--- src/vdp_pkg.sv ---
package vdp_pkg;

  // default datapath sizes, overridable from the top level
  localparam int vdp_word_w_c = 64;
  localparam int vdp_addr_w_c = 32;

  // longest vector the operand buffers can hold, in words
  localparam int vdp_max_len_c = 8;

  // read requests a lane may have in flight
  localparam int vdp_rd_credits_c = 4;

  localparam int vdp_csr_idx_w_c = 3;

  // host visible register map
  typedef enum logic [vdp_csr_idx_w_c-1:0] {
    csr_a_ptr   = 3'd0,
    csr_b_ptr   = 3'd1,
    csr_len     = 3'd2,
    csr_start   = 3'd3,
    csr_status  = 3'd4,
    csr_res_ptr = 3'd5
  } vdp_csr_idx_e;

endpackage
--- src/vdp_operand_fetch.sv ---
`timescale 1ns/1ns

module vdp_operand_fetch
  import vdp_pkg::*;
#(
  parameter int  WORD_W     = vdp_word_w_c,
  parameter int  ADDR_W     = vdp_addr_w_c,
  parameter int  MAX_LEN    = vdp_max_len_c,
  parameter int  RD_CREDITS = vdp_rd_credits_c,
  localparam int LEN_W      = $clog2(MAX_LEN) + 1
) (
  input  logic                      clk_i,
  input  logic                      reset_i,
  input  logic                      start_i,
  input  logic [ADDR_W-1:0]         base_i,
  input  logic [LEN_W-1:0]          len_i,
  input  logic                      rd_resp_v_i,
  input  logic [WORD_W-1:0]         rd_resp_data_i,
  input  logic                      rd_credit_i,
  output logic                      rd_v_o,
  output logic [ADDR_W-1:0]         rd_addr_o,
  output logic                      full_o,
  output logic [MAX_LEN*WORD_W-1:0] vec_o
);

  localparam int IDX_W  = (MAX_LEN > 1) ? $clog2(MAX_LEN) : 1;
  localparam int CRED_W = $clog2(RD_CREDITS + 1);
  localparam int BYTES  = WORD_W / 8;

  logic [ADDR_W-1:0] base_r;
  logic [LEN_W-1:0]  len_r;
  logic [LEN_W-1:0]  len_clamp;
  logic [LEN_W-1:0]  issue_cnt_r;
  logic [LEN_W-1:0]  recv_cnt_r;
  logic [CRED_W-1:0] credit_cnt_r;
  logic              loaded_r;
  logic [WORD_W-1:0] buf_r [MAX_LEN];

  // lengths past the buffer size are cut to the buffer size
  assign len_clamp = (len_i > LEN_W'(MAX_LEN)) ? LEN_W'(MAX_LEN) : len_i;

  always_ff @(posedge clk_i) begin
    if (reset_i) begin
      loaded_r    <= 1'b0;
      len_r       <= '0;
      issue_cnt_r <= '0;
      recv_cnt_r  <= '0;
    end else if (start_i) begin
      loaded_r    <= 1'b1;
      len_r       <= len_clamp;
      issue_cnt_r <= '0;
      recv_cnt_r  <= '0;
    end else begin
      if (rd_v_o) begin
        issue_cnt_r <= issue_cnt_r + 1'b1;
      end
      if (rd_resp_v_i) begin
        recv_cnt_r <= recv_cnt_r + 1'b1;
      end
    end
  end

  always_ff @(posedge clk_i) begin
    if (start_i) begin
      base_r <= base_i;
    end
  end

  // one credit spent per request, one back per credit pulse
  always_ff @(posedge clk_i) begin
    if (reset_i) begin
      credit_cnt_r <= CRED_W'(RD_CREDITS);
    end else begin
      credit_cnt_r <= credit_cnt_r + CRED_W'(rd_credit_i) - CRED_W'(rd_v_o);
    end
  end

  // zeroed words past len keep the dot product unaffected
  always_ff @(posedge clk_i) begin
    if (start_i) begin
      for (int i = 0; i < MAX_LEN; i++) begin
        buf_r[i] <= '0;
      end
    end else if (rd_resp_v_i) begin
      buf_r[recv_cnt_r[IDX_W-1:0]] <= rd_resp_data_i;
    end
  end

  assign rd_v_o    = loaded_r && (issue_cnt_r < len_r) && (credit_cnt_r != '0);
  assign rd_addr_o = base_r + ADDR_W'(issue_cnt_r) * ADDR_W'(BYTES);
  assign full_o    = loaded_r && (recv_cnt_r == len_r);

  for (genvar i = 0; i < MAX_LEN; i++) begin : g_vec
    assign vec_o[i*WORD_W +: WORD_W] = buf_r[i];
  end

  // last credit gone and none returning, so the port must idle next cycle
  a_no_req_without_credit: assert property (@(posedge clk_i) disable iff (reset_i)
    (rd_v_o && (credit_cnt_r == CRED_W'(1)) && !rd_credit_i) |=> !rd_v_o);

  // memory never returns more credits than were spent
  a_credit_bound: assert property (@(posedge clk_i) disable iff (reset_i)
    credit_cnt_r <= CRED_W'(RD_CREDITS));

  a_resp_within_len: assert property (@(posedge clk_i) disable iff (reset_i)
    rd_resp_v_i |-> (loaded_r && (recv_cnt_r < len_r)));

endmodule

--- config.mk ---
export PLATFORM = sky130hd
export DESIGN_NAME = vdp_operand_fetch
export DESIGN_NICKNAME = d
export VERILOG_FILES = /design/src/vdp_pkg.sv /design/src/vdp_operand_fetch.sv
export SDC_FILE = /design/constraint.sdc
export NUM_CORES = 1
export LEC_CHECK = 0
export ABC_CLOCK_PERIOD_IN_PS = 4850
export BUFFER_PORTS_ARGS = -buffer_cell sky130_fd_sc_hd__buf_2
export CAP_MARGIN = 10
export CORE_AREA = 2 2 253 255
export DETAILED_ROUTE_END_ITERATION = 7
export DIE_AREA = 0 0 255 257
export PLACE_DENSITY = 0.55
export SYNTH_ARGS = -nofsm -noshare
export SYNTH_HDL_FRONTEND = slang
export SYNTH_SLANG_ARGS = --single-unit
--- constraint.sdc ---
create_clock -name clk_i -period 4.85 [get_ports clk_i]
set_clock_uncertainty 0.2 [all_clocks]
set_input_delay 0.97 -clock clk_i [delete_from_list [all_inputs] [get_ports clk_i]]
set_output_delay 0.97 -clock clk_i [all_outputs]
set_load 0.01 [all_outputs]
==> flow_summary.json <==
{
  "crit_type": "reg -> out",
  "initialDrtViolationCount": 610,
  "clk_latency_ps": 600,
  "switching_power_mw": 2.435,
  "hp-class": "reg -> reg",
  "status": "completed",
  "leakage_nw": 11.67,
  "ys_seq_area_frac": 0.7817,
  "rsz0062_at_grt": "false",
  "drive_above_1_share": 0.3835,
  "antenna_found_initial": 3,
  "synth_cell_types": 37,
  "slew_headroom": 0.2314,
  "place.gp.congestion": 0.7662,
  "port_buffers": 650,
  "tns_ps": 0,
  "synth-edff-count": 544,
  "worstRegToRegCells": 13,
  "grt_pass1_wl_mm": 89.62,
  "required_ps": 3680,
  "numCtsBuffers": 59,
  "start_util": 0.3396,
  "final_common_cell": "buf_2",
  "synth_compound_gate_area_share": 0.004404,
  "grt_max_degree": 65,
  "ir_drop_mv": 0.2985,
  "synth_cells": 1304,
  "ctsResizeCount": 0,
  "cp_max_fo": 6,
  "synth_simple_gate_area_frac": 0.1736,
  "crit_chain": "ha_1 -> fa_1 -> a21oi_1 -> o21ai_0 -> and3_1 -> nand3_1 -> xnor2_1 -> buf_2",
  "power_switching_share": 0.2263,
  "htreeDepth": 2,
  "yosys-top-cells-area": "edfxtp_1 77%, and2_1 15%, dfxtp_1 1.5%",
  "synth-xor-area-share": 0.01521,
  "reg2reg_slack_ps": 1880,
  "drtPass1Iterations": 5,
  "cts_root_buf": "clkbuf_16",
  "die_width_um": 255,
  "grt_pass1_vias": 13039,
  "tritoncts": "built",
  "track_usage": 0.1862,
  "routedWlPerCell_um": 21.94,
  "intPower_mw": 8.324,
  "dp_hpwl_mm": 42.04,
  "cpPeakStageDelay_ps": 550,
  "io_pins": 651,
  "min_period_over_period": 0.8502,
  "arrival_ps": 2950,
  "cts.sinks": 560,
  "layout_common_cells": "650 x buf_2, 544 x edfxtp_1, 513 x and2_1",
  "period_needed_ps": 4123,
  "synth_top_family_by_area": "simple AND/OR/NAND/NOR gates",
  "p_per_area_nw_per_um2": 391.0,
  "fp.coreArea_um2": 62740,
  "synthMuxAreaShare": 0.001409,
  "cap_violations": 0,
  "finalSetupViolCount": 0,
  "drc": 0,
  "avgSynthCellArea_um2": 16.34,
  "syn_area_um2": 21310,
  "num_vias": 12820,
  "wl_mm": 62.85,
  "endpoint_kind": "output port",
  "ys.flop_type": "edfxtp_1",
  "startpoint": "issue_cnt_r[0]",
  "hold_end": "loaded_r",
  "grt_overflow": 0,
  "die-area_um2": 65540,
  "synth_top_cell_area_share": 0.7666,
  "final_nets": 2086,
  "cts.clk_slew.worst_paths_ps": 60,
  "dpl_worst_slack_ps": 1324,
  "min_from": "loaded_r",
  "cts_buffer_depth": 3,
  "ant_nets": 0,
  "slowest_stage": "o21ai_0",
  "whs_path_depth": 2,
  "ctsHoldBuffers": 0,
  "vias_per_cell": 4.475,
  "startpoint_type": "flop",
  "worstReg2RegStart": "len_r[3]",
  "row_count": 92,
  "area_growth_syn_to_layout_pct": 29.13,
  "power_frac_comb": 0.065,
  "drv_slew": 0,
  "die_h_um": 257,
  "synthAdderAreaFrac": 0.008338,
  "seqPwrFrac": 0.519,
  "setup_slack_ps": 726.6,
  "clkPwrFrac": 0.415,
  "yosys_warnings": 0,
  "r2r-end": "credit_cnt_r[2]",
  "postSynthNetCount": 1422,
  "tightestPinTransition_ps": 1153,
  "synth-async-reset-ratio": 0,
  "synth.largest_area_cell": "edfxtp_1",
  "hold_violations": 0,
  "ys_ff_latch": 560,
  "fmax_ghz": 0.2425,
  "cts_setup_buffers": 0
}
==> kinds of logic after synthesis <==
group	count (synthesis)
and+or+nand+nor	605
DFF	560
buffers and inverters	72
xor gates and xnor gates	37
AOI/OAI and AO/OA	14
adders and majority gates	13
muxes	3
==> cells in the mapped netlist, drive strengths merged (4+ instances only) <==
cell and count:
a21oi 5, and2 513, and3 7, buf 13
clkbuf 51, dfxtp 16, edfxtp 544, ha 11
inv 8, nand2 14, nand2b 5, nand3 13
nand4 4, nor2 21, nor2b 6, nor3 5
or2 8, xnor2 27, xor2 10
==> critical path, delay by kind of cell, from the launching register on <==
family / cells / cell delay, ps
adder cells (fa/ha/maj): 2 / 440
buffers and inverters: 1 / 150
XOR/XNOR: 1 / 160
AO/OA/AOI/OAI: 2 / 650
AND/OR/NAND/NOR: 2 / 530
flip-flops: 1 / 420
==> worst max-delay path by stage <==
stage / endpoint / cells past startpoint
2_1_floorplan: buf_r[7][0] / 2
3_3_place_gp: buf_r[2][48] / 4
3_5_place_dp: rd_addr_o[29] / 8
4_1_cts: rd_addr_o[29] / 8
5_1_grt: rd_addr_o[29] / 8
6_report: rd_addr_o[29] / 8
==> state kept, by name, summed over array words and instances (netlist names) <==
name / count
buf_r: 512
base_r: 32
issue_cnt_r: 4
len_r: 4
recv_cnt_r: 4
credit_cnt_r: 3
loaded_r: 1
==> power groups by stage <==
stage	logic, mW	registers, mW	clock network, mW
2_1_floorplan	0.176	5.79	0
3_3_place_gp	0.719	5.69	0
3_5_place_dp	0.725	5.69	0
4_1_cts	0.727	5.59	4.57
5_1_grt	0.759	5.61	4.75
6_report	0.703	5.59	4.47
==> area by class of cell <==
class | count | area [um^2]
Antenna cell | 1 | 2.502
Clock buffer | 74 | 1584
Clock inverter | 37 | 325.3
Fill cell | 5706 | 35220
Inverter | 8 | 30.03
Multi-Input combinational cell | 672 | 4403
Sequential cell | 560 | 16660
Tap cell | 846 | 1059
Timing Repair Buffer | 667 | 3456
==> stage by stage <==
step / area (um^2) / total power, mW / hold WS (ps) / std cells / utilization
5_1_grt: 27510 / 11.12 / 294.3 / 2864 / 0.4386
3_5_place_dp: 25600 / 6.417 / 274.5 / 2753 / 0.4081
3_3_place_gp: 25600 / 6.407 / 264.7 / 2753 / 0.4081
4_1_cts: 27510 / 10.89 / 287.5 / 2864 / 0.4386
6_report: 27520 / 10.76 / 286.5 / 2865 / 0.4386
2_1_floorplan: 21310 / 5.964 / 240.3 / 1304 / -
==> layer usage <==
| layer | track usage | up-vias | wire, um |
|---|---|---|---|
| li1 | - | 5892 | - |
| met1 | 0.2256 | 6345 | 24610 |
| met2 | 0.3157 | 475 | 31320 |
| met3 | 0.05462 | 104 | 4890 |
| met4 | 0.06368 | 4 | 2009 |
| met5 | 0 | - | 25 |
Power figures use the tool's default switching activity.
