$ cat src/vdp_pkg.sv
package vdp_pkg;

  // default datapath sizes, overridable from the top level
  localparam int vdp_word_w_c = 64;
  localparam int vdp_addr_w_c = 32;

  // longest vector the operand buffers can hold, in words
  localparam int vdp_max_len_c = 8;

  // read requests a lane may have in flight
  localparam int vdp_rd_credits_c = 4;

  localparam int vdp_csr_idx_w_c = 3;

  // host visible register map
  typedef enum logic [vdp_csr_idx_w_c-1:0] {
    csr_a_ptr   = 3'd0,
    csr_b_ptr   = 3'd1,
    csr_len     = 3'd2,
    csr_start   = 3'd3,
    csr_status  = 3'd4,
    csr_res_ptr = 3'd5
  } vdp_csr_idx_e;

endpackage
$ cat src/vdp_csr.sv
`timescale 1ns/1ns

module vdp_csr
  import vdp_pkg::*;
#(
  parameter int  WORD_W  = vdp_word_w_c,
  parameter int  ADDR_W  = vdp_addr_w_c,
  parameter int  MAX_LEN = vdp_max_len_c,
  localparam int LEN_W   = $clog2(MAX_LEN) + 1
) (
  input  logic              clk_i,
  input  logic              reset_i,
  input  logic              csr_v_i,
  input  logic              csr_we_i,
  input  vdp_csr_idx_e      csr_addr_i,
  input  logic [WORD_W-1:0] csr_wdata_i,
  input  logic              done_i,
  output logic [WORD_W-1:0] csr_rdata_o,
  output logic              csr_rvalid_o,
  output logic              start_o,
  output logic [ADDR_W-1:0] a_ptr_o,
  output logic [ADDR_W-1:0] b_ptr_o,
  output logic [ADDR_W-1:0] res_ptr_o,
  output logic [LEN_W-1:0]  len_o
);

  logic [ADDR_W-1:0] a_ptr_r;
  logic [ADDR_W-1:0] b_ptr_r;
  logic [ADDR_W-1:0] res_ptr_r;
  logic [LEN_W-1:0]  len_r;
  logic              busy_r;
  logic              start_r;
  logic [WORD_W-1:0] rdata_r;
  logic              rvalid_r;
  logic              wr_en;
  logic              rd_en;
  logic              start_req;
  logic [WORD_W-1:0] rd_mux;

  assign wr_en     = csr_v_i & csr_we_i;
  assign rd_en     = csr_v_i & ~csr_we_i;
  assign start_req = wr_en & (csr_addr_i == csr_start) & ~busy_r;

  // status and unknown indexes fall through and are not writable
  always_ff @(posedge clk_i) begin
    if (reset_i) begin
      a_ptr_r   <= '0;
      b_ptr_r   <= '0;
      res_ptr_r <= '0;
      len_r     <= '0;
    end else if (wr_en) begin
      case (csr_addr_i)
        csr_a_ptr:   a_ptr_r   <= csr_wdata_i[ADDR_W-1:0];
        csr_b_ptr:   b_ptr_r   <= csr_wdata_i[ADDR_W-1:0];
        csr_len:     len_r     <= csr_wdata_i[LEN_W-1:0];
        csr_res_ptr: res_ptr_r <= csr_wdata_i[ADDR_W-1:0];
        default: ;
      endcase
    end
  end

  // a start while busy is dropped, busy holds until the result write completes
  always_ff @(posedge clk_i) begin
    if (reset_i) begin
      busy_r  <= 1'b0;
      start_r <= 1'b0;
    end else begin
      start_r <= start_req;
      if (start_req) begin
        busy_r <= 1'b1;
      end else if (done_i) begin
        busy_r <= 1'b0;
      end
    end
  end

  always_comb begin
    case (csr_addr_i)
      csr_a_ptr:   rd_mux = WORD_W'(a_ptr_r);
      csr_b_ptr:   rd_mux = WORD_W'(b_ptr_r);
      csr_len:     rd_mux = WORD_W'(len_r);
      csr_res_ptr: rd_mux = WORD_W'(res_ptr_r);
      csr_status:  rd_mux = {{(WORD_W-1){1'b0}}, ~busy_r};
      default:     rd_mux = '0;
    endcase
  end

  always_ff @(posedge clk_i) begin
    if (rd_en) begin
      rdata_r <= rd_mux;
    end
  end

  always_ff @(posedge clk_i) begin
    if (reset_i) begin
      rvalid_r <= 1'b0;
    end else begin
      rvalid_r <= rd_en;
    end
  end

  assign csr_rdata_o  = rdata_r;
  assign csr_rvalid_o = rvalid_r;
  assign start_o      = start_r;
  assign a_ptr_o      = a_ptr_r;
  assign b_ptr_o      = b_ptr_r;
  assign res_ptr_o    = res_ptr_r;
  assign len_o        = len_r;

  // the dot unit only finishes jobs this block started
  a_done_while_busy: assert property (@(posedge clk_i) disable iff (reset_i)
    done_i |-> busy_r);

endmodule

$ cat config.mk
export PLATFORM = sky130hd
export DESIGN_NAME = vdp_csr
export DESIGN_NICKNAME = d
export VERILOG_FILES = /design/src/vdp_pkg.sv /design/src/vdp_csr.sv
export SDC_FILE = /design/constraint.sdc
export NUM_CORES = 1
export LEC_CHECK = 0
export ABC_AREA = 1
export BUFFER_PORTS_ARGS = -buffer_cell sky130_fd_sc_hd__buf_2
export CAP_MARGIN = 20
export CORE_MARGIN = 2
export CORE_UTILIZATION = 49
export CTS_BUF_LIST = sky130_fd_sc_hd__clkbuf_8 sky130_fd_sc_hd__clkbuf_16
export CTS_CLUSTER_DIAMETER = 100
export DETAILED_ROUTE_END_ITERATION = 8
export PLACE_DENSITY = 0.8
export SLEW_MARGIN = 20
export SYNTH_ARGS = -nofsm -noshare
export SYNTH_HDL_FRONTEND = slang
export SYNTH_SLANG_ARGS = --single-unit
$ cat constraint.sdc
create_clock -name clk_i -period 2.35 [get_ports clk_i]
set_input_delay 0 -clock clk_i [delete_from_list [all_inputs] [get_ports clk_i]]
set_output_delay 0 -clock clk_i [all_outputs]
set_load 0.02 [all_outputs]
==> summary.md <==
| Metric | Value |
|---|---|
| Status | completed |
| Buffer and inverter count on the worst path | 4 |
| Critical path's largest stage delay | approximately 0.52 ns |
| XOR/XNOR Fraction of Synth Area | 0 |
| Root buf cell | clkbuf_16 |
| Hold depth | 5 |
| Die Height | around 120 um |
| Final wirelength | 15.85 mm |
| Commonest non-fill, non-tap cell in the layout | nand2_1 |
| Drt drc | 0 |
| CTS buffer count | 17 |
| Die X | 115.4 um |
| Skew final | ~0.0058 ns |
| CTS tree | yes |
| H-tree Lvls | 4 |
| Arr. time, crit path | approximately 2 ns |
| Placed instance count | ~1.1k |
| Final instance area | between 0.007 and 0.008 mm^2 |
| Fin. Hold Viols | 0 |
| Share of cells above drive strength 1 | 0.2229 |
| Worst slew pin tran | about 0.73 ns |
| Synth warn | 0 |
| Final setup fails | 0 |
| Register-to-Register Path Depth | 4 |
| Distinct cells, synth | 24 |
| N_diodes | 0 |
| FF-to-FF Start | busy_r$_SDFFE_PP0P_ |
| Slowest-stage cell, CP | dlygate4sd3_1 |
| Final antenna-violating net count | 0 |
| Final min period | between 1.5 and 2 ns |
| Synth Instances | ~820 |
| Max-cap violations | 0 |
| # IOs | about 240 |
| Min setup slack post-route | around 0.70 ns |
| Simple-gate area share of the yosys netlist | 0.3088 |
| Crit path cell chain | dlygate4sd3_1, buf_2, nand2_2, inv_2, nand3_4, buf_4, nand2_1, nand2_1, nor2_1 |
| Number of vias per cell | around 4.7 |
| Main combinational cell family by area after synthesis | simple AND/OR/NAND/NOR gates |
| Critical path depth | 9 |
| GRT Util Overall | 0.2391 |
| Fin cells | approximately 1.2k |
| Tcrit/Tclk final | 0.7020 |
| Vias | around 5.6k |
| Clk sinks | between 100 and 150 |
| Delay-heaviest family, CP | buffers and inverters |
| First-pass GRT wire length | between 20 and 25 mm |
| Adder-cell area share of the yosys netlist | 0 |
| Slew Viols, Final | 0 |
| GR Overflow Total | 0 |
| Initial antenna violation count | 0 |
| Hold Crit Class | in -> reg |
| CP Capture Point | a_ptr_o[7]$_SDFFE_PP0P_ |
| Pre-CTS setup slack | around 0.66 ns |
| Clock Pin Slew Worst Setup and Hold Paths | about 0.060 ns |
| Relative slew slack | 0.5100 |
| Crit-path most repeated cell | nand2_1 |
| Reg2reg end | busy_r$_SDFFE_PP0P_ |
| Post-synthesis register bit count | roughly 140 |
| Largest net degree at the start of global routing | 52 |
| Initial DRC count | roughly 320 |
| R2r setup slk | between 0.9 and 1 ns |
| Die Area | 0.01332 mm^2 |
| CTS Buffer Depth | 2 |
| Critical path peak fanout | 33 |
| Final Net Count | ~1.1k |
| Layout area overhead | 28.70% |
| Row count | 40 |
| Fmax | roughly 0.61 GHz |
| RSZ-0062 raised after global routing | no |
| First-pass iteration count of the detailed router | 5 |
| Clock Latency Late Sink | 0.42 ns |
| Design Power | between 5 and 6 mW |
| # resized after CTS | 0 |
| Synth Area in Compound Gates | 0.06254 |
| Wire per inst | roughly 13 um |
| Peak supply drop | 0.4578 mV |
| Fraction of synthesized area in multiplexers | 0 |
| CP Launch Type | input port |
| Crit path capture type | flip-flop |
| Kind of critical path | in -> reg |
| Critical Path Source | csr_we_i |
| Most frequent cells in the layout | nand2_1, nor2_1, buf_2 |
| Hold Startpoint | csr_addr_i[0] |
| Mapped Area | just over 0.006 mm^2 |
| Setup TNS | 0 ns |
| Register area share after synthesis | 0.4970 |
| Detailed placement HPWL | 9.992 mm |
| Leak | roughly 3.9 nW |
| WP data required | between 2 and 3 ns |
| Starting Density | 0.5043 |
| PwrDens | slightly above 700 mW/mm^2 |
| Synth Area per Inst | roughly 7.5 um^2 |
| Core area | between 0.01 and 0.015 mm^2 |
| Post-DP Area | about 0.007 mm^2 |
| GP Congestion | between 0.7 and 0.8 |
| Vias in the first global route | between 5k and 6k |
| IO buf count | roughly 170 |
kinds of logic (layout without fill, tap and decap cells):
| logic type | count (synthesis) | in the layout |
|---|---|---|
| AO/OA/AOI/OAI | 62 | 62 |
| buffers and inverters | 152 | 328 |
| flip-flops | 135 | 135 |
| other | 1 | 32 |
| AND/OR/NAND/NOR | 466 | 466 |
where the power goes:
part	switching [mW]	leakage (nW)	internal, mW
clock network	0.964	0.307	1.65
logic	0.365	2.49	0.169
registers	0.0307	1.15	2.43
total	1.36	3.94	4.26
synth_stat cells:
cell type  number  area share
edfxtp_1       32        0.16
nor3_1          1     0.00082
nand2_2         2      0.0021
nand4_1         4      0.0041
or2_2           1      0.0010
nor2_2          1      0.0010
nand2_1       236        0.15
buf_6           9       0.017
a21oi_1        34       0.028
inv_2           4      0.0025
buf_2          22       0.018
buf_4          35       0.043
conb_1          1     0.00062
nand3_2         2      0.0033
o211ai_1       28       0.035
buf_1           7      0.0043
clkbuf_1        3      0.0019
dfxtp_1       103        0.34
nor2_1        175        0.11
nand3_4         1      0.0029
nand3_1        40       0.033
inv_1          72       0.044
nor2_4          2      0.0037
nor2_8          1      0.0033
routing by layer:
layer	wire, um	vias up	global-route usage
li1	-	2854	-
met1	6643	2557	0.2892
met2	7975	191	0.4039
met3	963	26	0.06172
met4	270	0	0.1028
met5	0	-	0
worst reg2reg max path: cells and delay by family, from the launching register on:
kind | cells | cell delay [ns]
compound gates | 1 | 0.14
buf+inv | 2 | 0.62
flops | 1 | 0.33
simple gates | 1 | 0.26
worst min-delay path by stage:
stage                                      to
after floorplan           busy_r$_SDFFE_PP0P_
after global placement    busy_r$_SDFFE_PP0P_
after detailed placement  busy_r$_SDFFE_PP0P_
after CTS                  start_o$_SDFF_PP0_
after global routing       start_o$_SDFF_PP0_
final                      start_o$_SDFF_PP0_
registers in the layout (all words and copies together), names as in the netlist:
register	count
len_o	4
b_ptr_o	32
a_ptr_o	32
busy_r	1
res_ptr_o	32
start_o	1
csr_rvalid_o	1
csr_rdata_o	32
layout make-up:
type / count / area [um^2]
Fill cell: 1082 / 4234
Sequential cell: 135 / 3023
Multi-Input combinational cell: 560 / 2391
Timing Repair Buffer: 220 / 1334
Clock buffer: 21 / 480.5
Inverter: 76 / 285.3
Tap cell: 168 / 210.2
Clock inverter: 11 / 103.9
repair_timing:
| action | 4_1_cts | 5_1_grt |
|---|---|---|
| endpoints found under the hold margin | 103 | 0 |
| hold buffers | 36 | 0 |
| setup buffers | 0 | 0 |
metrics by stage:
step / hold WS (ns) / utilization
floorplan: 0.06907 / -
global placement: 0.2220 / 0.5706
detailed placement: 0.2293 / 0.5706
CTS: 0.0001356 / 0.6490
global route: 0.07001 / 0.6490
finish: 0.009622 / 0.6490
Note: power is estimated with default switching activity, not from simulation.
